$ cat src/verilog/cpuCtrlPkg.sv
package cpuCtrlPkg;

    // Datapath word width
    localparam int XLen = 32;

    // Operations the ALU understands
    typedef enum logic [2:0] {
        AluAdd = 3'd0,
        AluSub = 3'd1,  // Also used for beq compare
        AluAnd = 3'd2,
        AluOr  = 3'd3,
        AluSlt = 3'd4   // Signed compare, result 0 or 1
    } aluOpT;

endpackage

$ cat src/verilog/regFile.sv
`timescale 1ns/1ps

module regFile import cpuCtrlPkg::*; (
    input  logic            CLK,
    input  logic            rstN,
    input  logic            we,
    input  logic [4:0]      rs1,
    input  logic [4:0]      rs2,
    input  logic [4:0]      rd,
    input  logic [XLen-1:0] wd,
    output logic [XLen-1:0] rd1,
    output logic [XLen-1:0] rd2
);

    // x0 has no storage
    logic [XLen-1:0] regs [1:31];

    always_ff @(posedge CLK) begin
        if (!rstN) begin
            for (int i = 1; i < 32; i++) begin
                regs[i] <= '0;
            end
        end else if (we && rd != 5'd0) begin
            regs[rd] <= wd;
        end
    end

    assign rd1 = (rs1 == 5'd0) ? '0 : regs[rs1];
    assign rd2 = (rs2 == 5'd0) ? '0 : regs[rs2];

endmodule

$ cat config.mk
export PLATFORM = sky130hd
export DESIGN_NAME = regFile
export DESIGN_NICKNAME = d
export VERILOG_FILES = /design/src/verilog/cpuCtrlPkg.sv /design/src/verilog/regFile.sv
export SDC_FILE = /design/constraint.sdc
export NUM_CORES = 2
export LEC_CHECK = 0
export ABC_AREA = 0
export BUFFER_PORTS_ARGS = -buffer_cell sky130_fd_sc_hd__buf_2
export CAP_MARGIN = 5
export CORE_MARGIN = 3
export CORE_UTILIZATION = 25
export DETAILED_ROUTE_END_ITERATION = 8
export PLACE_DENSITY_LB_ADDON = 0.12
export SLEW_MARGIN = 25
export SYNTH_ARGS = -nofsm -noshare
export SYNTH_HDL_FRONTEND = slang
export SYNTH_SLANG_ARGS = --single-unit
export TNS_END_PERCENT = 100
$ cat constraint.sdc
create_clock -name CLK -period 5.8 [get_ports CLK]
set_clock_uncertainty 0.05 [all_clocks]
set_input_delay 0 -clock CLK [delete_from_list [all_inputs] [get_ports CLK]]
set_output_delay 0 -clock CLK [all_outputs]
set_load 0.005 [all_outputs]
After elaboration in Yosys (flattened, before gate mapping):

Memory sizes are Yosys's and may differ from the RTL's.
Index checks and enable logic that the tools add are counted.

* memories: 1
* word-level logic and storage cells: 15
* bits in registers: 0
* input bits: 50
* RAM bits: 992
* output and inout port bits: 64

Memory list
* regs: depth 31, bits a word 32, rd ports 2, clocked after memory_dff 0, wr ports 31, line regFile.sv:16 `logic [XLen-1:0] regs [1:31];`

* reductions and logical operators: 5
* mux-type cells: 9

Operators by type and width (number)
* 32-bit two-way mux: 3
* 32-bit OR reduction: 1
* 5-bit zero test: 2
* 1-bit two-way mux: 5
* 5-bit two-way mux: 1
* 5-bit nonzero test: 1
* 1-bit logical AND: 1

Logic depth before layout (Yosys ltp):

* word-level depth: 7
* depth in mapped cells: 9
* gate-level depth less buffers: 4

Worst setup path after synthesis:

No wires, ideal clock.

* path type: input to register
* start: input port rd[1]
* end: memory regs[20][0], enable pin
* setup time: 0.466 ns
* buffers on the path: 1
* required time: 5.284 ns
* arrival time: 2.944 ns
* slack: 2.340 ns
* stages: 3
* cells stage by stage: or3_1 > clkbuf_1 > o21ai_0

RTL lines
* from (decl): line regFile.sv:9 `input logic [4:0] rd,`
* to (decl): line regFile.sv:16

==> metrics.txt <==
Critical Path Sink Type=output pin; PostCTS Resize Cnt=0; Fmax achieved=approximately 290 MHz; die area=222000 µm²; initial antenna violation count=29; CTS tree=done; GRT overflow=0; Ys Warns=0; CORE AREA=~220000 µm²; largest net degree at the start of global routing=78; Area contributors post-synth=edfxtp_1, mux4_2, and2_1; Post-synth EDFFs=between 1000 and 1500; max FFs per register=1024; clock sinks=between 1000 and 1500; Detail Route Antenna Nets=0; CP max FO=2; period utilisation layout=0.585; WS Path Type=flip-flop to output pin; Peak VDD IR=about 0.22 mV; DR DRC count=0; layer with the highest usage=met2; Top Registers=regs (1024); Commonest cells post-synth=edfxtp_1, and2_1, mux4_2; Nets=~3600; mapped cell area=approximately 54000 µm²; setup tns final=0 ps; maximum clock path buffer count=3; H-tree depth=3; minimum clock period=3390 ps; layout cells sized above 1=0.273; vias in the first global route=34100; Worst Max-Slew Pin Slew=around 1200 ps; post-synth top area cell=edfxtp_1; GR Layer Usage met1=0.272; clock transition at the registers of the reported paths=around 60 ps; Cell Chain, Critical Path=mux4_2 -> a22o_1 -> a2111oi_1 -> nor3_1 -> buf_2; first-pass GRT wire length=around 300000 µm; Vias/cell=approximately 5; status=complete, no violations; Top FF cell, synth=edfxtp_1; setup violators final=0; Worst EP required=about 5800 ps; grt met3 use=0.0216; Top delay family on crit path=compound AO/OA/AOI/OAI gates; Seq/Total Area, Yosys=0.567; crit path DAT=between 3000 and 4000 ps; Tot Pwr=~19000 µW; ys async rst share=0; startpoint type of the worst setup path=flip-flop; Cell Rows=between 150 and 200; power density of the placed cells=298 nW/µm²; M2 GR Usage=0.317; Netlist cell types=43; Max stage delay cell, worst path=a2111oi_1; root buffer cell=clkbuf_16; Total Wirelength=219000 µm; Fin. Hold Viols=0; Buffers on Ports=approximately 110; RSZ-0062 raised after global routing=no; total track usage=0.194; Lkg Pwr=~0.021 µW; Mapped Avg Cell Area=15.5 µm²; Top reg by flops=regs; synth-to-layout area growth=16.0%; detailed placement HPWL=between 100000 and 150000 µm; post-DR wirelength/cell=33.6 µm; Max Slew Vio Count=0; share of the synthesized area in the top cell type=0.567; GP Congestion=0.774; Yosys reg bits=1024; width of the die=approximately 470 µm; max-cap viol count=0; Initial Utilization=0.252; die height=472 µm; Vias=32700; Critical Path Max Stage Delay=about 850 ps; max_slew headroom=0.176; count leader, synth=edfxtp_1; cts bufs inserted=around 120; cells after synthesis=3505; Iteration-0 DRC Markers=3057; worst hold path class=input port to flip-flop; io pins=around 110; first-pass iteration count of the detailed router=5; Buffers & Inverters on Critical Path=1
-- what timing repair did --
item	CTS	global route
buffers inserted	0	0
hold endpoints to repair	1024	0
hold buffers	32	0
-- tightest hold or removal path, cell delays in order --
cell     delay, ps
buf_4          360
o21ai_4        240
buf_16         180
-- cell type report --
class / instances / area (µm²)
fillers: 21200 / 152000
flip-flops and latches: 1024 / 30700
multi-input cells: 2121 / 22400
well taps: 2838 / 3550
clock buffers: 145 / 3200
repair buffers: 282 / 2270
clock inverters: 81 / 671
diodes: 21 / 52.6
inverters: 2 / 7.51
-- per-stage QoR --
step / setup WS (ps) / util / instance area [µm²] / cells / hold slack (ps)
after detailed placement: 2320 / 0.273 / 58600 / 6234 / 517
after CTS: 2280 / 0.292 / 62800 / 6492 / 98.3
after global placement: 2310 / 0.272 / 58400 / 6226 / 511
after floorplan: 2340 / - / 54300 / 3536 / 48.9
final: 2410 / 0.293 / 62900 / 6514 / 167
after global routing: 2390 / 0.292 / 62900 / 6498 / 129
-- routing by layer --
| metal | vias to the layer above | wire length, µm |
|---|---|---|
| met4 | 6 | 6310 |
| met2 | 956 | 104000 |
| li1 | 13700 | - |
| met3 | 241 | 8730 |
| met5 | - | 34 |
| met1 | 17700 | 99300 |
-- cell families (layout without fill, tap and decap cells) --
family	Yosys count	count (layout)	share of synthesized area
buffers and inverters	391	510	0.0336
AO/OA/AOI/OAI	290	290	0.0394
flip-flops	1024	1024	0.567
other	1	53	0.0000692
AND/OR/NAND/NOR	1147	1147	0.130
multiplexers	652	652	0.230
-- cell usage in the layout (no fill, tap or decap), drive strengths merged, types with 3 or more instances in the layout --
| cell type | instances |
|---|---|
| mux2i | 150 |
| clkinv | 66 |
| nor4 | 6 |
| conb | 32 |
| buf | 248 |
| or3 | 3 |
| a221oi | 4 |
| nand2 | 8 |
| a2111oi | 55 |
| clkbuf | 147 |
| a21oi | 12 |
| nor2 | 36 |
| or3b | 4 |
| diode | 21 |
| mux2 | 30 |
| and3 | 3 |
| inv | 3 |
| a32o | 4 |
| a22oi | 16 |
| a22o | 51 |
| bufinv | 12 |
| nand3 | 5 |
| edfxtp | 1024 |
| dlygate4sd3 | 32 |
| nor2b | 14 |
| o21ai | 35 |
| nor3 | 54 |
| mux4 | 472 |
| a211oi | 7 |
| nand3b | 5 |
| nor4b | 3 |
| o22ai | 103 |
| and2 | 995 |
| nand2b | 5 |
-- report_power, final --
| part | internal, µW | leakage (µW) | switching [µW] |
|---|---|---|---|
| clock | 4420 | 0.00191 | 3300 |
| combinational | 906 | 0.00930 | 1350 |
| sequential | 8560 | 0.00975 | 221 |
| total | 13900 | 0.0210 | 4880 |
-- final timing paths --
path | to | slack (ps) | cells after the start | start
setup / recovery | rd2[31] | 2410 | 5 | regs[15][31]
hold / removal | regs[4][11] | 170 | 3 | rstN
Power figures use the tool's default switching activity.
