## src/verilog/cpuCtrlPkg.sv

```systemverilog
package cpuCtrlPkg;

    // Datapath word width
    localparam int XLen = 32;

    // Operations the ALU understands
    typedef enum logic [2:0] {
        AluAdd = 3'd0,
        AluSub = 3'd1,  // Also used for beq compare
        AluAnd = 3'd2,
        AluOr  = 3'd3,
        AluSlt = 3'd4   // Signed compare, result 0 or 1
    } aluOpT;

endpackage

```

## src/verilog/pcUnit.sv

```systemverilog
`timescale 1ns/1ps

module pcUnit import cpuCtrlPkg::*; (
    input  logic            CLK,
    input  logic            rstN,
    input  logic            branchTaken,
    input  logic [XLen-1:0] imm,
    output logic [XLen-1:0] pc
);

    logic [XLen-1:0] pcPlus4;
    logic [XLen-1:0] branchTarget;

    assign pcPlus4      = pc + XLen'(4);
    assign branchTarget = pc + imm;  // B immediate carries bit 0 already

    always_ff @(posedge CLK) begin
        if (!rstN) begin
            pc <= '0;
        end else begin
            pc <= branchTaken ? branchTarget : pcPlus4;
        end
    end

endmodule

```

## config.mk

```make
export PLATFORM = sky130hd
export DESIGN_NAME = pcUnit
export DESIGN_NICKNAME = d
export VERILOG_FILES = /design/src/verilog/cpuCtrlPkg.sv /design/src/verilog/pcUnit.sv
export SDC_FILE = /design/constraint.sdc
export NUM_CORES = 1
export LEC_CHECK = 0
export BUFFER_PORTS_ARGS = -buffer_cell sky130_fd_sc_hd__buf_2
export CAP_MARGIN = 20
export CORE_MARGIN = 3
export CORE_UTILIZATION = 40
export CTS_CLUSTER_DIAMETER = 200
export DETAILED_ROUTE_END_ITERATION = 6
export SYNTH_ARGS = -nofsm -noshare
export SYNTH_HDL_FRONTEND = slang
export SYNTH_SLANG_ARGS = --single-unit
```

## constraint.sdc

```tcl
create_clock -name CLK -period 2.5 [get_ports CLK]
set_clock_uncertainty 0.05 [all_clocks]
set_input_delay 0.125 -clock CLK [delete_from_list [all_inputs] [get_ports CLK]]
set_output_delay 0.125 -clock CLK [all_outputs]
set_load 0.02 [all_outputs]
```

# [Word-level counts from Yosys, hierarchy flattened]
# Cells that the tools add are included.
[totals] register_bits=32 output_inout_bits=32 input_bits=35 wordCells=4
[classes] add_sub_neg=2 muxes=1
[ops] cell="adder 32 x 3 -> 32 bit (second input constant)" n=1
[ops] cell="adder 32 bit" n=1
[ops] cell="2-to-1 mux 32 bit" n=1

# [Logic depth before layout (Yosys ltp)]
[logic_depth] word_depth=2 mapped_depth=11 ltp_nobuf=11

# [Worst setup path after synthesis]
# No wires, ideal clock.
[synth_timing] path_type="register to register" from="reg pc[7]" to="reg pc[28]" path_buffers=1 path_stages_with_launch=11 arrival_ns=2.752 path_slack_ns=-0.364 required_time_ns=2.388 cell_sequence="dfxtp_1 ha_1 buf_6 a211o_1 o211ai_2 nand2b_2 o41a_1 a31o_1 a221o_1 a311o_1 nand3_1"
[synth_between] elab_chain_len=2 elab_cells_between_ends=3 cone_classes="add/sub (2); mux (1)"
[synth_lines] element="from (decl)" line="pcUnit.sv:8" rtl="output logic [XLen-1:0] pc"
[synth_lines] element="from (signal assigned)" line="pcUnit.sv:21" rtl="pc <= branchTaken ? branchTarget : pcPlus4;"
[synth_lines] element="adder 32 x 3 -> 32 bit or adder 32 bit (tied branches)" line="pcUnit.sv:14, pcUnit.sv:15"
[synth_lines] element="2-to-1 mux 32 bit (*)" line="pcUnit.sv:21"
# Every way passes the cells marked *; elsewhere a longest branch is shown, timed or not.
# A chain may end at the register's enable or synchronous reset.

# [Final worst setup path]
[layout_timing] from="reg pc[0]" to="reg pc[28]"
# The elaborated chain is that of the path after synthesis.

==> results.yml <==
timing:
  final.setup.tns_ns: -0.1292
  setup_viol: 3
  max_freq_mhz: 386.1
  fin_ws_ns: -0.09028
  slew_headroom_pct: 54.04
  finalCritPeriodShare_pct: 103.6
  grt_setup_unrepaired: "yes"
  worst_pin_slew_ns: 0.6887
  hold_viol_final: 0
  fin_crit_ns: 2.590
  slew_violations: 0
  timing.hold.ws_ns: 0.1834
placed_design:
  io_buffers: 66
  dpl.hpwl_microns: 7524
  dp_slack_ns: -0.1334
  routabilityCongestion: 0.9040
clock_tree:
  clkTransAtPathRegs_ns: 0.08
  cts_buffers: 5
  insertion_delay_ns: 0.29
  holdBufCountCts: 0
  cts.sinks: 32
  cts_tree: "done"
  clockBufferDepth: 2
  clockRootBuffer: "clkbuf_8"
  h-tree-depth: 2
floorplanning:
  io_pins: 67
  core_area_sq_mm: 0.007807
  rows: 32
  start_util_pct: 41.47
  die_x_microns: 95.98
  dieHeight_microns: 95.98
  die_area_sq_mm: 0.009211
setup_path:
  r2r-end: "pc[28]"
  start_kind: "flip-flop"
  reg2reg_depth: 11
  rrSetupSlack_ns: -0.09
  crit-reg2reg-launch: "pc[0]"
  worst_ep_arrival_time_ns: 2.77
  criticalPathCategory: "flip-flop to flip-flop"
  endpoint: "pc[28]"
  critical_path.endpoint_type: "flip-flop"
  critPathMaxFanout: 3
  cp.required_ns: 2.68
  crit_start: "pc[0]"
power:
  power_w: 0.002437
  combPwrFrac_pct: 55.1
  swShare_pct: 40.69
  clockPowerShare_pct: 18.8
  seq_power_share_pct: 26.1
  p_leak_nw: 2.055
  internal-power_w: 0.001446
  p_per_area_mw_per_mm2: 557.3
  vdd_ir_drop_max_v: 0.0002865
  power.switching_w: 0.0009916
final_layout:
  fin_util_pct: 56.01
  reg.largest.list: "pc x32"
  area_growth_syn_to_layout_pct: 35.05
  num_antenna_cells: 0
  largest_reg_flops: 32
  nets: 614
  top_register: "pc"
  drive_gt1_share_pct: 30.59
synthesis:
  seq_area_frac_synth_pct: 19.78
  synth_enable_flop_cells: 0
  synth.distinct_cells: 52
  synth_flop_cell: "dfxtp_1"
  syn_area_sq_mm: 0.003238
  syn_nets: 494
  postSynth.asyncResetShare_pct: 0
  yosys_warnings: 0
  syn_avg_cell_area_sq_um: 7.601
  ys_ff_latch: 32
  syn_inst: 426
run_status:
  status: "complete, but fails checks"
  violations: "negative setup slack"
job:
  drv_cap: 0
global_routing:
  grt_max_degree: 34
  antenna_found_initial: 0
  grt_pass1_vias: 3326
  grt_pass1_wl_microns: 15840
  overflow: 0
  grtUsageTotal_pct: 21.63
drt:
  wire_per_inst_microns: 14.68
  routed_wl_microns: 9511
  firstDrtPassIters: 4
  detail_route.iter0.violations: 155
  vias: 3480
  viasPerCell: 5.370
  post-route-drc-count: 0
  drtAntennaViolNets: 0
min_path:
  hp-class: "input pin to flip-flop"
[how the worst min path moves through the flow]
stage	from	endpoint	slack (ns)	cells after the start
3_3_place_gp	pc[31]	pc[31]	0.46	2
4_1_cts	rstN	pc[21]	0.18	3
3_5_place_dp	pc[31]	pc[31]	0.47	2
2_1_floorplan	rstN	pc[4]	0.26	2
6_report	imm[0]	pc[0]	0.18	4
5_1_grt	rstN	pc[18]	0.19	3
[cell usage after synthesis (all sizes together), types with 3 or more instances]
cell / count / area (sq um)
and4: 6 / 52.55
dfxtp: 32 / 640.6
mux2i: 4 / 40.04
a211oi: 18 / 135.1
nor2b: 4 / 25.02
nor3: 6 / 30.03
nor4: 3 / 18.77
nand3: 21 / 105.1
nand2b: 5 / 33.78
nor2: 46 / 172.7
o21ai: 24 / 120.1
and3: 4 / 25.02
clkbuf: 13 / 48.80
a21oi: 37 / 185.2
nand4: 13 / 81.33
xnor2: 36 / 315.3
a31oi: 3 / 18.77
ha: 32 / 400.4
o211ai: 5 / 42.54
nand2: 29 / 108.9
inv: 13 / 48.80
xor2: 17 / 148.9
a21o: 20 / 150.1
o21bai: 4 / 30.03
[layout by cell type (no fill, tap or decap), types with 3 or more instances in the layout]
master and count:
o211ai_1 4, mux2i_1 4, buf_2 66, clkbuf_8 7, a21oi_1 34, nand2_1 29, o21ai_0 17, a21o_1 20
dfxtp_4 3, a211oi_1 18, and3_1 4, nor4_1 3, and4_1 6, nor3_1 6, dfxtp_2 3, o21bai_1 4
nor2_1 45, buf_4 61, xnor2_1 36, nand4_1 13, nand3_1 20, ha_4 4, nor2b_1 3, ha_1 27
inv_1 12, dfxtp_1 26, o21ai_1 6, nand2b_1 4, xor2_1 17, a21oi_2 3
[power by group through the flow]
stage / combinational [W] / sequential [W] / clock, W
after floorplan: 0.000731 / 0.000763 / 0
after global placement: 0.00128 / 0.000643 / 0
after detailed placement: 0.00129 / 0.000647 / 0
after CTS: 0.00130 / 0.000635 / 0.000475
after global routing: 0.00149 / 0.000645 / 0.000496
final: 0.00134 / 0.000635 / 0.000459
[critical path, stage by stage (launching register included)]
cell and delay (ns):
dfxtp_4 0.35, ha_4 0.15, inv_2 0.04, fa_2 0.22, nor2b_4 0.05, o2111ai_4 0.20, a31oi_2 0.13, o41a_1 0.36
a31o_1 0.25, a221o_1 0.35, a311o_1 0.33, nand3_1 0.07
[cell families (layout without fill, tap and decap cells)]
family,Yosys count,in the layout,share of synthesized area (%)
XOR/XNOR,53,53,14.34
AO/OA/AOI/OAI,129,129,25.93
AND/OR/NAND/NOR,146,146,22.14
flip-flops,32,32,19.78
buffers and inverters,29,149,3.593
multiplexers,4,4,1.237
adder cells (fa/ha/maj),33,33,12.98
[area by class of cell]
class / count / area [sq um]
Inverter: 14 / 52.55
Multi-Input combinational cell: 365 / 2633
Timing Repair Buffer: 128 / 808.3
Sequential cell: 32 / 655.6
Tap cell: 102 / 127.6
Fill cell: 769 / 3435
Clock buffer: 7 / 96.34
[stage by stage]
step           area [sq um]  cells
2_1_floorplan          3309    426
3_3_place_gp           4159    638
3_5_place_dp           4159    638
4_1_cts                4269    646
5_1_grt                4373    648
6_report               4373    648
[metal layers]
metal | GRT usage (%) | wire, microns
met4 | 4.028 | 44
met5 | 0 | 0
met3 | 3.518 | 432
met2 | 34.80 | 4241
met1 | 30.64 | 4793
[timing repair]
item | 4_1_cts | 5_1_grt
pin swaps | 4 | 9
gates resized for setup | 1 | 17
setup endpoints to repair | 4 | 9
setup buffers | 1 | 2
No activity file was read; power rests on OpenSTA's default activity.
