<file path="config.mk">
export PLATFORM = sky130hd
export DESIGN_NAME = instDecoder_flat
export DESIGN_NICKNAME = d
export VERILOG_FILES = /design/src/verilog/rvIsaPkg.sv /design/src/verilog/cpuCtrlPkg.sv /design/src/verilog/ctrlIf.sv /design/src/verilog/instDecoder.sv /design/src/flat_wrapper.sv
export SDC_FILE = /design/constraint.sdc
export NUM_CORES = 1
export LEC_CHECK = 0
export ABC_AREA = 1
export CORE_AREA = 3 3 40 42
export DETAILED_ROUTE_END_ITERATION = 10
export DIE_AREA = 0 0 43 45
export DONT_BUFFER_PORTS = 1
export PLACE_DENSITY = 0.55
export SYNTH_ARGS = -nofsm -noshare
export SYNTH_HDL_FRONTEND = slang
export SYNTH_SLANG_ARGS = --single-unit
</file>
<file path="constraint.sdc">
create_clock -name vclk -period 2.56
set_input_delay 0.384 -clock vclk [all_inputs]
set_output_delay 0.384 -clock vclk [all_outputs]
set_load 0.05 [all_outputs]
</file>
<file path="src/verilog/rvIsaPkg.sv">
package rvIsaPkg;

    // Base opcodes of the supported subset
    localparam logic [6:0] OpRType  = 7'b0110011;
    localparam logic [6:0] OpIType  = 7'b0010011;
    localparam logic [6:0] OpLoad   = 7'b0000011;
    localparam logic [6:0] OpStore  = 7'b0100011;
    localparam logic [6:0] OpBranch = 7'b1100011;

    localparam logic [2:0] F3AddSub = 3'b000; // Bit 30 picks sub on R-type
    localparam logic [2:0] F3Slt    = 3'b010;
    localparam logic [2:0] F3Or     = 3'b110;
    localparam logic [2:0] F3And    = 3'b111;

    typedef struct packed {
        logic [6:0] funct7;
        logic [4:0] rs2;
        logic [4:0] rs1;
        logic [2:0] funct3;
        logic [4:0] rd;
        logic [6:0] opcode;
    } rFmtT;

    typedef struct packed {
        logic [11:0] imm;
        logic [4:0]  rs1;
        logic [2:0]  funct3;
        logic [4:0]  rd;
        logic [6:0]  opcode;
    } iFmtT;

    typedef struct packed {
        logic [6:0] immHi;   // imm[11:5]
        logic [4:0] rs2;
        logic [4:0] rs1;
        logic [2:0] funct3;
        logic [4:0] immLo;   // imm[4:0]
        logic [6:0] opcode;
    } sFmtT;

    // Branch offset is scattered over the word, bit 0 implied zero
    typedef struct packed {
        logic       imm12;
        logic [5:0] imm10to5;
        logic [4:0] rs2;
        logic [4:0] rs1;
        logic [2:0] funct3;
        logic [3:0] imm4to1;
        logic       imm11;
        logic [6:0] opcode;
    } bFmtT;

    typedef union packed {
        logic [31:0] raw;
        rFmtT        r;
        iFmtT        i;
        sFmtT        s;
        bFmtT        b;
    } rvInstT;

endpackage

</file>
<file path="src/verilog/cpuCtrlPkg.sv">
package cpuCtrlPkg;

    // Datapath word width
    localparam int XLen = 32;

    // Operations the ALU understands
    typedef enum logic [2:0] {
        AluAdd = 3'd0,
        AluSub = 3'd1,  // Also used for beq compare
        AluAnd = 3'd2,
        AluOr  = 3'd3,
        AluSlt = 3'd4   // Signed compare, result 0 or 1
    } aluOpT;

endpackage

</file>
<file path="src/verilog/ctrlIf.sv">
`timescale 1ns/1ps

// Decoded control settings for one instruction
interface ctrlIf import cpuCtrlPkg::*; ();
    logic            regWrite;
    logic            aluSrc;    // 0 rs2, 1 immediate
    logic            memWrite;
    logic            memToReg;  // Load data to register
    logic            branch;
    aluOpT           aluOp;
    logic [XLen-1:0] imm;       // Already sign extended

    modport dec (
        output regWrite, aluSrc, memWrite, memToReg, branch, aluOp, imm
    );

    modport dp (
        input regWrite, aluSrc, memWrite, memToReg, branch, aluOp, imm
    );
endinterface

</file>
<file path="src/verilog/instDecoder.sv">
`timescale 1ns/1ps

module instDecoder
    import rvIsaPkg::*;
    import cpuCtrlPkg::*;
(
    input  logic   rstN,
    input  rvInstT inst,
    ctrlIf.dec     ctrl
);

    logic [XLen-1:0] immI;
    logic [XLen-1:0] immS;
    logic [XLen-1:0] immB;

    // Shared funct3 mapping for R-type and addi
    function automatic aluOpT f3ToAluOp(input logic [2:0] f3, input logic isSub);
        aluOpT op;
        case (f3)
            F3AddSub: op = isSub ? AluSub : AluAdd;
            F3Slt:    op = AluSlt;
            F3Or:     op = AluOr;
            F3And:    op = AluAnd;
            default:  op = AluAdd;
        endcase
        return op;
    endfunction

    // Immediates from the three views of the same word
    assign immI = {{20{inst.i.imm[11]}}, inst.i.imm};
    assign immS = {{20{inst.s.immHi[6]}}, inst.s.immHi, inst.s.immLo};
    assign immB = {{19{inst.b.imm12}}, inst.b.imm12, inst.b.imm11,
                   inst.b.imm10to5, inst.b.imm4to1, 1'b0};

    always_comb begin
        // Defaults make unknown opcodes a no-op
        ctrl.regWrite = 1'b0;
        ctrl.aluSrc   = 1'b0;
        ctrl.memWrite = 1'b0;
        ctrl.memToReg = 1'b0;
        ctrl.branch   = 1'b0;
        ctrl.aluOp    = AluAdd;
        ctrl.imm      = '0;

        case (inst.r.opcode)
            OpRType: begin
                ctrl.regWrite = 1'b1;
                ctrl.aluOp    = f3ToAluOp(inst.r.funct3, inst.r.funct7[5]); // Bit 30
            end
            OpIType: begin
                ctrl.regWrite = 1'b1;
                ctrl.aluSrc   = 1'b1;
                ctrl.aluOp    = f3ToAluOp(inst.i.funct3, 1'b0); // No subi
                ctrl.imm      = immI;
            end
            OpLoad: begin
                ctrl.regWrite = 1'b1;
                ctrl.aluSrc   = 1'b1;
                ctrl.memToReg = 1'b1;
                ctrl.imm      = immI;
            end
            OpStore: begin
                ctrl.memWrite = 1'b1;
                ctrl.aluSrc   = 1'b1;
                ctrl.imm      = immS;
            end
            OpBranch: begin
                ctrl.branch = 1'b1;
                ctrl.aluOp  = AluSub;  // Equal when difference is zero
                ctrl.imm    = immB;
            end
            default: begin
            end
        endcase

        // No architectural writes while held in reset
        if (!rstN) begin
            ctrl.regWrite = 1'b0;
            ctrl.memWrite = 1'b0;
        end
    end

endmodule

</file>
<file path="src/flat_wrapper.sv">
// flat-port wrapper written by rule: the top's interface ports become plain ports
module instDecoder_flat import rvIsaPkg::*; import cpuCtrlPkg::*;
  (rstN, inst, ctrl_regWrite, ctrl_aluSrc, ctrl_memWrite, ctrl_memToReg, ctrl_branch, ctrl_aluOp, ctrl_imm);
  ctrlIf ctrl_i ();
  input  logic rstN;
  input  rvInstT inst;
  output wire logic [$bits(ctrl_i.regWrite)-1:0] ctrl_regWrite;
  output wire logic [$bits(ctrl_i.aluSrc)-1:0] ctrl_aluSrc;
  output wire logic [$bits(ctrl_i.memWrite)-1:0] ctrl_memWrite;
  output wire logic [$bits(ctrl_i.memToReg)-1:0] ctrl_memToReg;
  output wire logic [$bits(ctrl_i.branch)-1:0] ctrl_branch;
  output wire logic [$bits(ctrl_i.aluOp)-1:0] ctrl_aluOp;
  output wire logic [$bits(ctrl_i.imm)-1:0] ctrl_imm;
  assign ctrl_regWrite = ctrl_i.regWrite;
  assign ctrl_aluSrc = ctrl_i.aluSrc;
  assign ctrl_memWrite = ctrl_i.memWrite;
  assign ctrl_memToReg = ctrl_i.memToReg;
  assign ctrl_branch = ctrl_i.branch;
  assign ctrl_aluOp = ctrl_i.aluOp;
  assign ctrl_imm = ctrl_i.imm;
  instDecoder u_core (.rstN(rstN), .inst(inst), .ctrl(ctrl_i));
endmodule
</file>
-- Word level (Yosys, flattened, before mapping)
Index checks and enable logic that the tools add are counted.
- flip-flop bits (word level): 0
- bits of input ports: 33
- output and inout port bits: 40
- word-level logic and storage cells: 24
- equal/unequal tests: 8
- muxes and demuxes: 12
- reductions and logical operators: 4
- operators with widths (kind ; count):
    32-bit one-hot mux with 3 select lines ; 1
    3-bit one-hot mux with 3 select lines ; 2
    7-bit by 6-bit == test with 1-bit output (second input constant) ; 2
    3-bit one-hot mux with 4 select lines ; 1
    1-bit two-way mux ; 8
    7-bit by 2-bit == test with 1-bit output (second input constant) ; 1
    7-bit by 5-bit == test with 1-bit output (second input constant) ; 1
    7-bit == test (second input constant) ; 1
    3-bit == test (second input constant) ; 2
    3-bit OR reduction ; 2
    3-bit by 2-bit == test with 1-bit output (second input constant) ; 1
    3-bit zero test ; 1
    2-bit OR reduction ; 1

-- Depth between registers and ports, before layout
Gate-level depths: netlist of run 1.
- depth after elaboration: 4
- mapped depth: 7
- depth with buffers taken out: 6

-- Worst setup path after synthesis of run 1
Ideal clock, no wire load.
- path type: input to output
- start: in inst[2] in the netlist's numbering
- end: out ctrl_imm[13]
- arrival: 2.436 ns
- data required time: 2.176 ns
- setup slack: -0.260 ns
- cell stages on the path: 7
- buffers on the path: 2
- cells stage by stage: inv_1 > nand2_1 > nor2_1 > buf_4 > o21ai_4 > nor2_1 > buf_4
- cells in the longest elaborated chain, start to end: 3
- elaborated cells on any way between the ends: 6
- classes of those cells: eq/ne (4); mux (1); reduce/logical (1)
- ends and longest elaborated chain (element ; RTL line ; source):
    from (decl) ; flat_wrapper.sv:6 ; input rvInstT inst;
    7-bit by 2-bit == test with 1-bit output / 7-bit by 5-bit == test with 1-bit output (equally long branches) ; instDecoder.sv:45 ; case (inst.r.opcode)
    2-bit OR reduction (no line) ; n/a ;
    32-bit one-hot mux with 3 select lines (*) ; instDecoder.sv:45 ;
    to (decl) ; flat_wrapper.sv:13 ; output wire logic [$bits(ctrl_i.imm)-1:0] ctrl_imm;
Mark *: on every way between the ends. The rest lies on a longest branch, timed or not.

-- Worst setup path after layout of run 1
- start: in inst[2] in the netlist's numbering
- end: out ctrl_imm[12]
Same word-level chain as after synthesis.

==> results of run 1 <==
## worst paths after layout
| path | startpoint | endpoint | cells past startpoint |
|---|---|---|---|
| setup / recovery | inst[2] | ctrl_imm[12] | 7 |
| hold / removal | inst[4] | ctrl_memToReg | 2 |
## kinds of logic (layout without fill, tap and decap cells)
family / after synthesis / in the layout / share of synthesized area (%)
buffers and inverters: 40 / 42 / 45.1
AO/OA/AOI/OAI: 3 / 3 / 5.24
AND/OR/NAND/NOR: 59 / 59 / 49.6
## cells in the mapped netlist
cell	n	area, um^2
nand2_1	18	67.6
nand3_1	20	100
o21ai_1	1	5.00
buf_4	20	150
nor2_1	20	75.1
nor2_2	1	6.26
buf_2	1	5.00
inv_1	19	71.3
o21ai_0	1	5.00
o21ai_4	1	16.3
## routing by layer
metal / vias up / global-route usage, % / part of all wire, % / wire, um
met3: 0 / 0.797 / 14 / 166
met4: 0 / 2.41 / 0 / 0
met2: 38 / 21.3 / 48 / 581
met1: 227 / 14.3 / 38 / 468
met5: - / 0 / 0 / 0
li1: 294 / - / - / -
## power groups by stage
stage                     combinational [mW]  clock (mW)  sequential [mW]
final                                 0.0544           0                0
after global routing                  0.0597           0                0
after CTS                             0.0548           0                0
after detailed placement              0.0547           0                0
after global placement                0.0538           0                0
after floorplan                       0.0471           0                0
## area by class of cell
class	count	area share [%]
Multi-Input combinational cell	62	46.9
Timing Repair Buffer	23	38.2
Inverter	19	11.8
Tap cell	15	3.11
## per-stage QoR
stage / cells / power (mW) / utilization (%)
2_1_floorplan: 102 / 0.0471 / -
3_5_place_dp: 119 / 0.0547 / 46.9
4_1_cts: 119 / 0.0548 / 46.9
5_1_grt: 119 / 0.0597 / 46.9
3_3_place_gp: 119 / 0.0538 / 46.9
6_report: 119 / 0.0544 / 46.9
==> reports/metrics.yaml, run 1 <==
synth:
  synth-seq-area-share_pct: 0
  yosysWarnings: 0
  syn_nets: 135
  synth_cell_types: 10
  synth_cells: 102
  avgSynthCellArea_um2: 4.92
  syn_area_um2: 502
place:
  place.gp.congestion: 0.684
  port_buffers: 0
  pre_cts_ws_ps: 617
  place_area_um2: 603
  hpwlAfterDp_mm: 1.08
floorplan:
  die_height_um: 45
  fp-row-count: 13
  ios: 73
  coreArea_um2: 1280
  die_x_um: 43
  die_area_um2: 1940
  initial_utilization_pct: 39.0
timing:
  period_needed_ps: 1940
  fin_ws_ps: 619
  hold_viol: 0
  slew_violations: 0
  max_freq_mhz: 515
  setup-tns-final_ps: 0
  slew_headroom_pct: 69.1
  grt_setup_unrepaired: "no"
  setup_viol: 0
  fin_crit_sh_pct: 75.8
  tightestPinTransition_ps: 462
  hold-worst-slack_ps: 972
critical_path:
  critPathMaxFanout: 7
  cp.required_ps: 2180
  cpPeakStageDelay_ps: 340
  worst-path-buf-inv: 3
  crit_type: "in -> out"
  crit_slowest_cell: "buf_12"
  cp-start-kind: "primary input"
  cp_cell_sequence: "inv_1 -> nand2_1 -> nor2_1 -> o21ai_4 -> nor2_4 -> buf_12 -> buf_16"
  cp.arrival_ps: 1560
  endpoint_kind: "output port"
  cp_top_family: "buffers and inverters"
grt:
  grt_max_degree: 20
  grt.total_usage_pct: 11.4
  antenna_found_initial: 0
  grt_pass1_wl_mm: 1.83
  gr-total-overflow: 0
  grt_pass1_vias: 471
pwr:
  vdd_drop_max_mv: 0.0308
  clkPwrFrac_pct: 0
  p_switching_mw: 0.0399
  p_int_mw: 0.0145
  switching_share_pct: 73.3
  powerDensity_nw_per_um2: 90.3
  leakagePower_nw: 0.383
  seq_power_share_pct: 0
  pwr-share-comb_pct: 100.0
clocking:
  post_cts_resized: 0
  cts_setup_buffers: 0
  hold_buffers: 0
outcome:
  outcome: "complete, no violations"
final_layout:
  diodes: 0
  final_design_area_no_fill_um2: 603
  fill_cells: 143
  clock_buffers: 0
  regArea_um2: 0
  layout_common_cells: "nand3_1 (20), nor2_1 (19), inv_1 (19), buf_4 (19), nand2_1 (18)"
  layout.nets: 139
  multi_input_area_um2: 283
  seq_cell_count: 0
  drive_gt1_share_pct: 25.0
  area.growth.synth_to_final_pct: 20.2
  final_common_cell: "nand3_1"
drt:
  vias_per_cell: 4.70
  drt_wl_total_mm: 1.22
  ant_nets: 0
  drt-initial-drc-count: 16
  wl_per_cell_um: 10.2
  firstDrtPassIters: 6
  drcViolationCount: 0
  num_vias: 559
job:
  drv_cap: 0
hold_path:
  min_path_type: "in -> out"
(Power assumes the default switching activity.)
==> run 2: changes to the inputs <==
==> constraint.sdc (replaced) <==
create_clock -name vclk -period 1.85
set_input_delay 0.2775 -clock vclk [all_inputs]
set_output_delay 0.2775 -clock vclk [all_outputs]
set_load 0.05 [all_outputs]
==> reports/metrics.yaml, run 2 (synthesis results as in run 1) <==
critical_path:
  cp_cell_sequence: "inv_1 -> nand2_1 -> nor2_1 -> buf_4 -> o21ai_4 -> nor2_4 -> buf_12 -> buf_4"
  critPathMaxFanout: 14  # +7
  cp-start-kind: "primary input"
  crit_slowest_cell: "buf_4"
  crit_top_cell: "buf_4"
  endpoint_kind: "output port"
  cp.required_ps: 1570  # -610 ps
  crit_start: "inst[3]"
  cpPeakStageDelay_ps: 290  # -50 ps
  cp.arrival_ps: 1250  # -310 ps
  crit_type: "in -> out"
job:
  drv_cap: 0  # unchanged
place:
  port_buffers: 0  # unchanged
  place_inst: 126  # +5.9%
  hpwlAfterDp_mm: 1.25  # +15%
  place.gp.congestion: 0.690  # +0.92%
final_layout:
  drive_gt1_share_pct: 29.7  # +4.7 points
  seq_cell_count: 0  # unchanged
  final_common_cell: "nand3_1"
  area.growth.synth_to_final_pct: 57.1
  layout.nets: 146  # +5.0%
  layout_common_cells: "nand3_1 (20), nor2_1 (19), inv_1 (19)"
  instances_no_fill: 126  # +5.9%
  regArea_um2: 0  # unchanged
  diodes: 0  # unchanged
  clock_buffers: 0  # unchanged
pwr:
  p_switching_mw: 0.0575  # +44%
  leakagePower_nw: 0.451  # +18%
  seq_power_share_pct: 0  # unchanged
  pwr-share-comb_pct: 100.0  # about the same
  vdd_drop_max_mv: 0.0581  # +89%
  powerDensity_nw_per_um2: 109  # +21%
  p_int_mw: 0.0285  # +96%
  switching_share_pct: 66.9  # -6.4 points
  clkPwrFrac_pct: 0  # unchanged
  total_power_mw: 0.0859  # +58%
clocking:
  post_cts_resized: 0  # unchanged
  hold_buffers: 0  # unchanged
  cts_setup_buffers: 0  # unchanged
timing:
  period_needed_ps: 1520
  slew_headroom_pct: 81.6  # +12 points
  slew_violations: 0  # unchanged
  max_freq_mhz: 657
  hold-worst-slack_ps: 759  # -213 ps
  tightestPinTransition_ps: 278  # -184 ps
  setup_viol: 0  # unchanged
  grt_setup_unrepaired: "no"
  setup-tns-final_ps: 0  # unchanged
  fin_crit_sh_pct: 82.3
  hold_viol: 0  # unchanged
drt:
  drt_wl_total_mm: 1.34  # +10%
  drcViolationCount: 0  # unchanged
  num_vias: 588  # +5.2%
  firstDrtPassIters: 2  # -4
  drt-initial-drc-count: 3  # -13
  ant_nets: 0  # unchanged
  vias_per_cell: 4.67  # -0.66%
  wl_per_cell_um: 10.6  # +3.9%
hold_path:
  min_path_type: "in -> out"
  holdPathEnd: "ctrl_memToReg"
  worstHoldPathCells: 2  # unchanged
  hold_start: "inst[4]"
floorplan:
  ios: 73  # unchanged
  initial_utilization_pct: 39.0  # unchanged
  die_height_um: 45  # unchanged
  die_area_um2: 1940  # unchanged
  fp-row-count: 13  # unchanged
  coreArea_um2: 1280  # unchanged
  die_x_um: 43  # unchanged
grt:
  grt_max_degree: 15  # -25%
  grt_pass1_wl_mm: 2.21  # +21%
  gr-total-overflow: 0  # unchanged
  antenna_found_initial: 0  # unchanged
  grt_pass1_vias: 548  # +16%
  grt.total_usage_pct: 13.8  # +2.4 points
outcome:
  outcome: "complete, no violations"
-- run 2: worst max-delay path by stage --
| stage | to | slack, ps |
|---|---|---|
| floorplan | ctrl_imm[13] | 90 |
| global placement | ctrl_imm[27] | 330 |
| detailed placement | ctrl_imm[27] | 310 |
| CTS | ctrl_imm[27] | 310 |
| global route | ctrl_aluOp[1] | 250 |
| finish | ctrl_imm[27] | 330 |
-- run 2: routing by layer --
layer | track usage [%] | share of wire, % | vias to the layer above
li1 | - | - | 312
met1 | 16.4 | 34 | 244
met2 | 26.3 | 50 | 32
met3 | 3.59 | 15 | 0
met4 | 0 | 0 | 0
met5 | 0 | 0 | -
-- run 2: layout make-up --
type                       count  area, um^2
timing repair buffer          30         415
tap                           15        18.8
fill                         124         497
multi-input combinational     62         283
inverter                      19        71.3
-- run 2: power by group through the flow --
stage	Clock, mW	Combinational (mW)	Sequential (mW)
floorplan	0	0.0657	0
global route	0	0.0932	0
finish	0	0.0859	0
detailed placement	0	0.0867	0
CTS	0	0.0869	0
global placement	0	0.0848	0
-- run 2: stage by stage --
step | utilization (%) | cell area [um^2] | worst slack, ps
after floorplan | - | 509 | 85.5
after global placement | 61.3 | 788 | 332
after detailed placement | 61.3 | 788 | 313
after CTS | 61.3 | 788 | 313
after global routing | 61.3 | 788 | 252
final | 61.3 | 788 | 327
-- run 2: worst max-delay path: cells and delay by family --
| family | cells | cell delay, ps |
|---|---|---|
| buffers and inverters | 4 | 650 |
| and+or+nand+nor | 3 | 220 |
| AOI/OAI and AO/OA | 1 | 90 |
==> run 3: changes to the inputs <==
--- a/config.mk
+++ b/config.mk
@@ -10,7 +10,7 @@
 export DETAILED_ROUTE_END_ITERATION = 10
 export DIE_AREA = 0 0 43 45
 export DONT_BUFFER_PORTS = 1
-export PLACE_DENSITY = 0.55
+export PLACE_DENSITY = 0.57
 export SYNTH_ARGS = -nofsm -noshare
 export SYNTH_HDL_FRONTEND = slang
 export SYNTH_SLANG_ARGS = --single-unit
==> constraint.sdc (replaced) <==
create_clock -name vclk -period 1.25
set_input_delay 0.1875 -clock vclk [all_inputs]
set_output_delay 0.1875 -clock vclk [all_outputs]
set_load 0.05 [all_outputs]
==> reports/metrics.yaml, run 3 (synthesis results as in run 1) <==
place:
  port_buffers: 0  # unchanged
  pre_cts_ws_ps: -143  # -456 ps
  hpwlAfterDp_mm: 1.34  # +7.8%
  place_inst: 130  # +3.2%
  place.gp.congestion: 0.791  # +15%
drt:
  num_vias: 617  # +4.9%
  firstDrtPassIters: 4  # +2
  drt_wl_total_mm: 1.46  # +9.3%
  vias_per_cell: 4.71  # +0.93%
  drcViolationCount: 0  # unchanged
  drt-initial-drc-count: 5  # +2
  ant_nets: 0  # unchanged
  wl_per_cell_um: 11.2  # +5.1%
floorplan:
  fp-row-count: 13  # unchanged
  coreArea_um2: 1280  # unchanged
  die_x_um: 43  # unchanged
  die_height_um: 45  # unchanged
  ios: 73  # unchanged
  initial_utilization_pct: 39.0  # unchanged
  die_area_um2: 1940  # unchanged
critical_path:
  cp_cell_sequence: "clkinv_16 -> nand2_4 -> nor2_4 -> buf_6 -> o21ai_4 -> nor2_4 -> buf_12 -> buf_16"
  crit_top_cell: "nor2_4"
  crit_type: "in -> out"
  crit_slowest_cell: "buf_16"
  cp.arrival_ps: 1070  # -180 ps
  cp-start-kind: "primary input"
  cp.required_ps: 1060  # -510 ps
  critPathMaxFanout: 6  # -8
  cpPeakStageDelay_ps: 300  # about the same
  endpoint_kind: "output port"
grt:
  antenna_found_initial: 0  # unchanged
  grt_max_degree: 10  # -5
  gr-total-overflow: 0  # unchanged
  grt_pass1_wl_mm: 2.29  # +3.4%
  grt.total_usage_pct: 14.4  # +0.66 points
  grt_pass1_vias: 591  # +7.8%
clocking:
  hold_buffers: 0  # unchanged
outcome:
  violations: "setup timing"
  outcome: "finished with violations"
hold_path:
  min_path_type: "in -> out"
timing:
  setup_viol: 6  # +6
  period_needed_ps: 1250
  grt_setup_unrepaired: "yes"
  tightestPinTransition_ps: 244  # -34.0 ps
  fin_ws_ps: -3.89  # -331 ps
  slew_violations: 0  # unchanged
  fin_crit_sh_pct: 100
  slew_headroom_pct: 83.6  # +2.0 points
  max_freq_mhz: 798
  hold_viol: 0  # unchanged
final_layout:
  clock_buffers: 0  # unchanged
  final_common_cell: "nand3_1"
  regArea_um2: 0  # unchanged
  area.growth.synth_to_final_pct: 99.8
  layout.nets: 151  # +3.4%
  drive_gt1_share_pct: 43.1  # +13 points
  instances_no_fill: 131  # +4.0%
  diodes: 0  # unchanged
  layout_common_cells: "nand3_1 (19), inv_1 (17), buf_12 (17)"
  seq_cell_count: 0  # unchanged
pwr:
  leakagePower_nw: 0.522  # +16%
  total_power_mw: 0.156  # +81%
  vdd_drop_max_mv: 0.0861  # +48%
  powerDensity_nw_per_um2: 155  # +43%
job:
  drv_cap: 0  # unchanged
## run 3: changes by cell type in the layout (fill, tap and decap cells not counted), moves of 2 or more
cell,previous run,this run
buf_12,12,17
buf_4,16,13
buf_6,0,2
inv_1,19,17
nand2_1,18,15
nand2_4,0,2
nor2_1,19,13
nor2_2,1,5
nor2_4,1,3
## run 3: per-layer routing
layer | global-route usage, % | wire, um
met5 | 0 | 0
met4 | 1.81 | 0
met3 | 1.59 | 170
met2 | 31.7 | 800
met1 | 14.5 | 491
## run 3: power by group
part / internal (mW) / switching, mW / total [mW] / leakage, nW
logic: 0.0621 / 0.0938 / 0.156 / 0.522
clock network: 0 / 0 / 0 / 0
registers: 0 / 0 / 0 / 0
total: 0.0621 / 0.0938 / 0.156 / 0.522
## run 3: area by class of cell
class	count	area (um^2)
fill	82	283
multi-input combinational	62	330
tap	15	18.8
inverter	19	110
timing repair buffer	35	543
## run 3: worst paths after layout
| check | startpoint | to | slack (ps) | cells past startpoint |
|---|---|---|---|---|
| max | inst[2] | ctrl_imm[12] | -4 | 8 |
| min | inst[4] | ctrl_memToReg | 540 | 2 |
## run 3: through the flow
| step | setup TNS, ps | utilization (%) | area [um^2] | hold WS, ps |
|---|---|---|---|---|
| final | -20.8 | 78.0 | 1000 | 542 |
| after global routing | -327 | 78.0 | 1000 | 548 |
| after CTS | -142 | 75.1 | 965 | 543 |
| after detailed placement | -2610 | 71.7 | 921 | 543 |
| after global placement | -1330 | 71.7 | 921 | 542 |
| after floorplan | -7460 | - | 541 | 471 |
## run 3: critical path, delay by kind of cell
| family | cells | cell delay [ps] |
|---|---|---|
| compound gates | 1 | 60 |
| simple gates | 3 | 240 |
| buf+inv | 4 | 570 |
## run 3: what timing repair did
item,in CTS,in global routing
gates resized for setup,8,8
buffers inserted,1,0
gates cloned,0,0
endpoints found under the setup margin,31,18
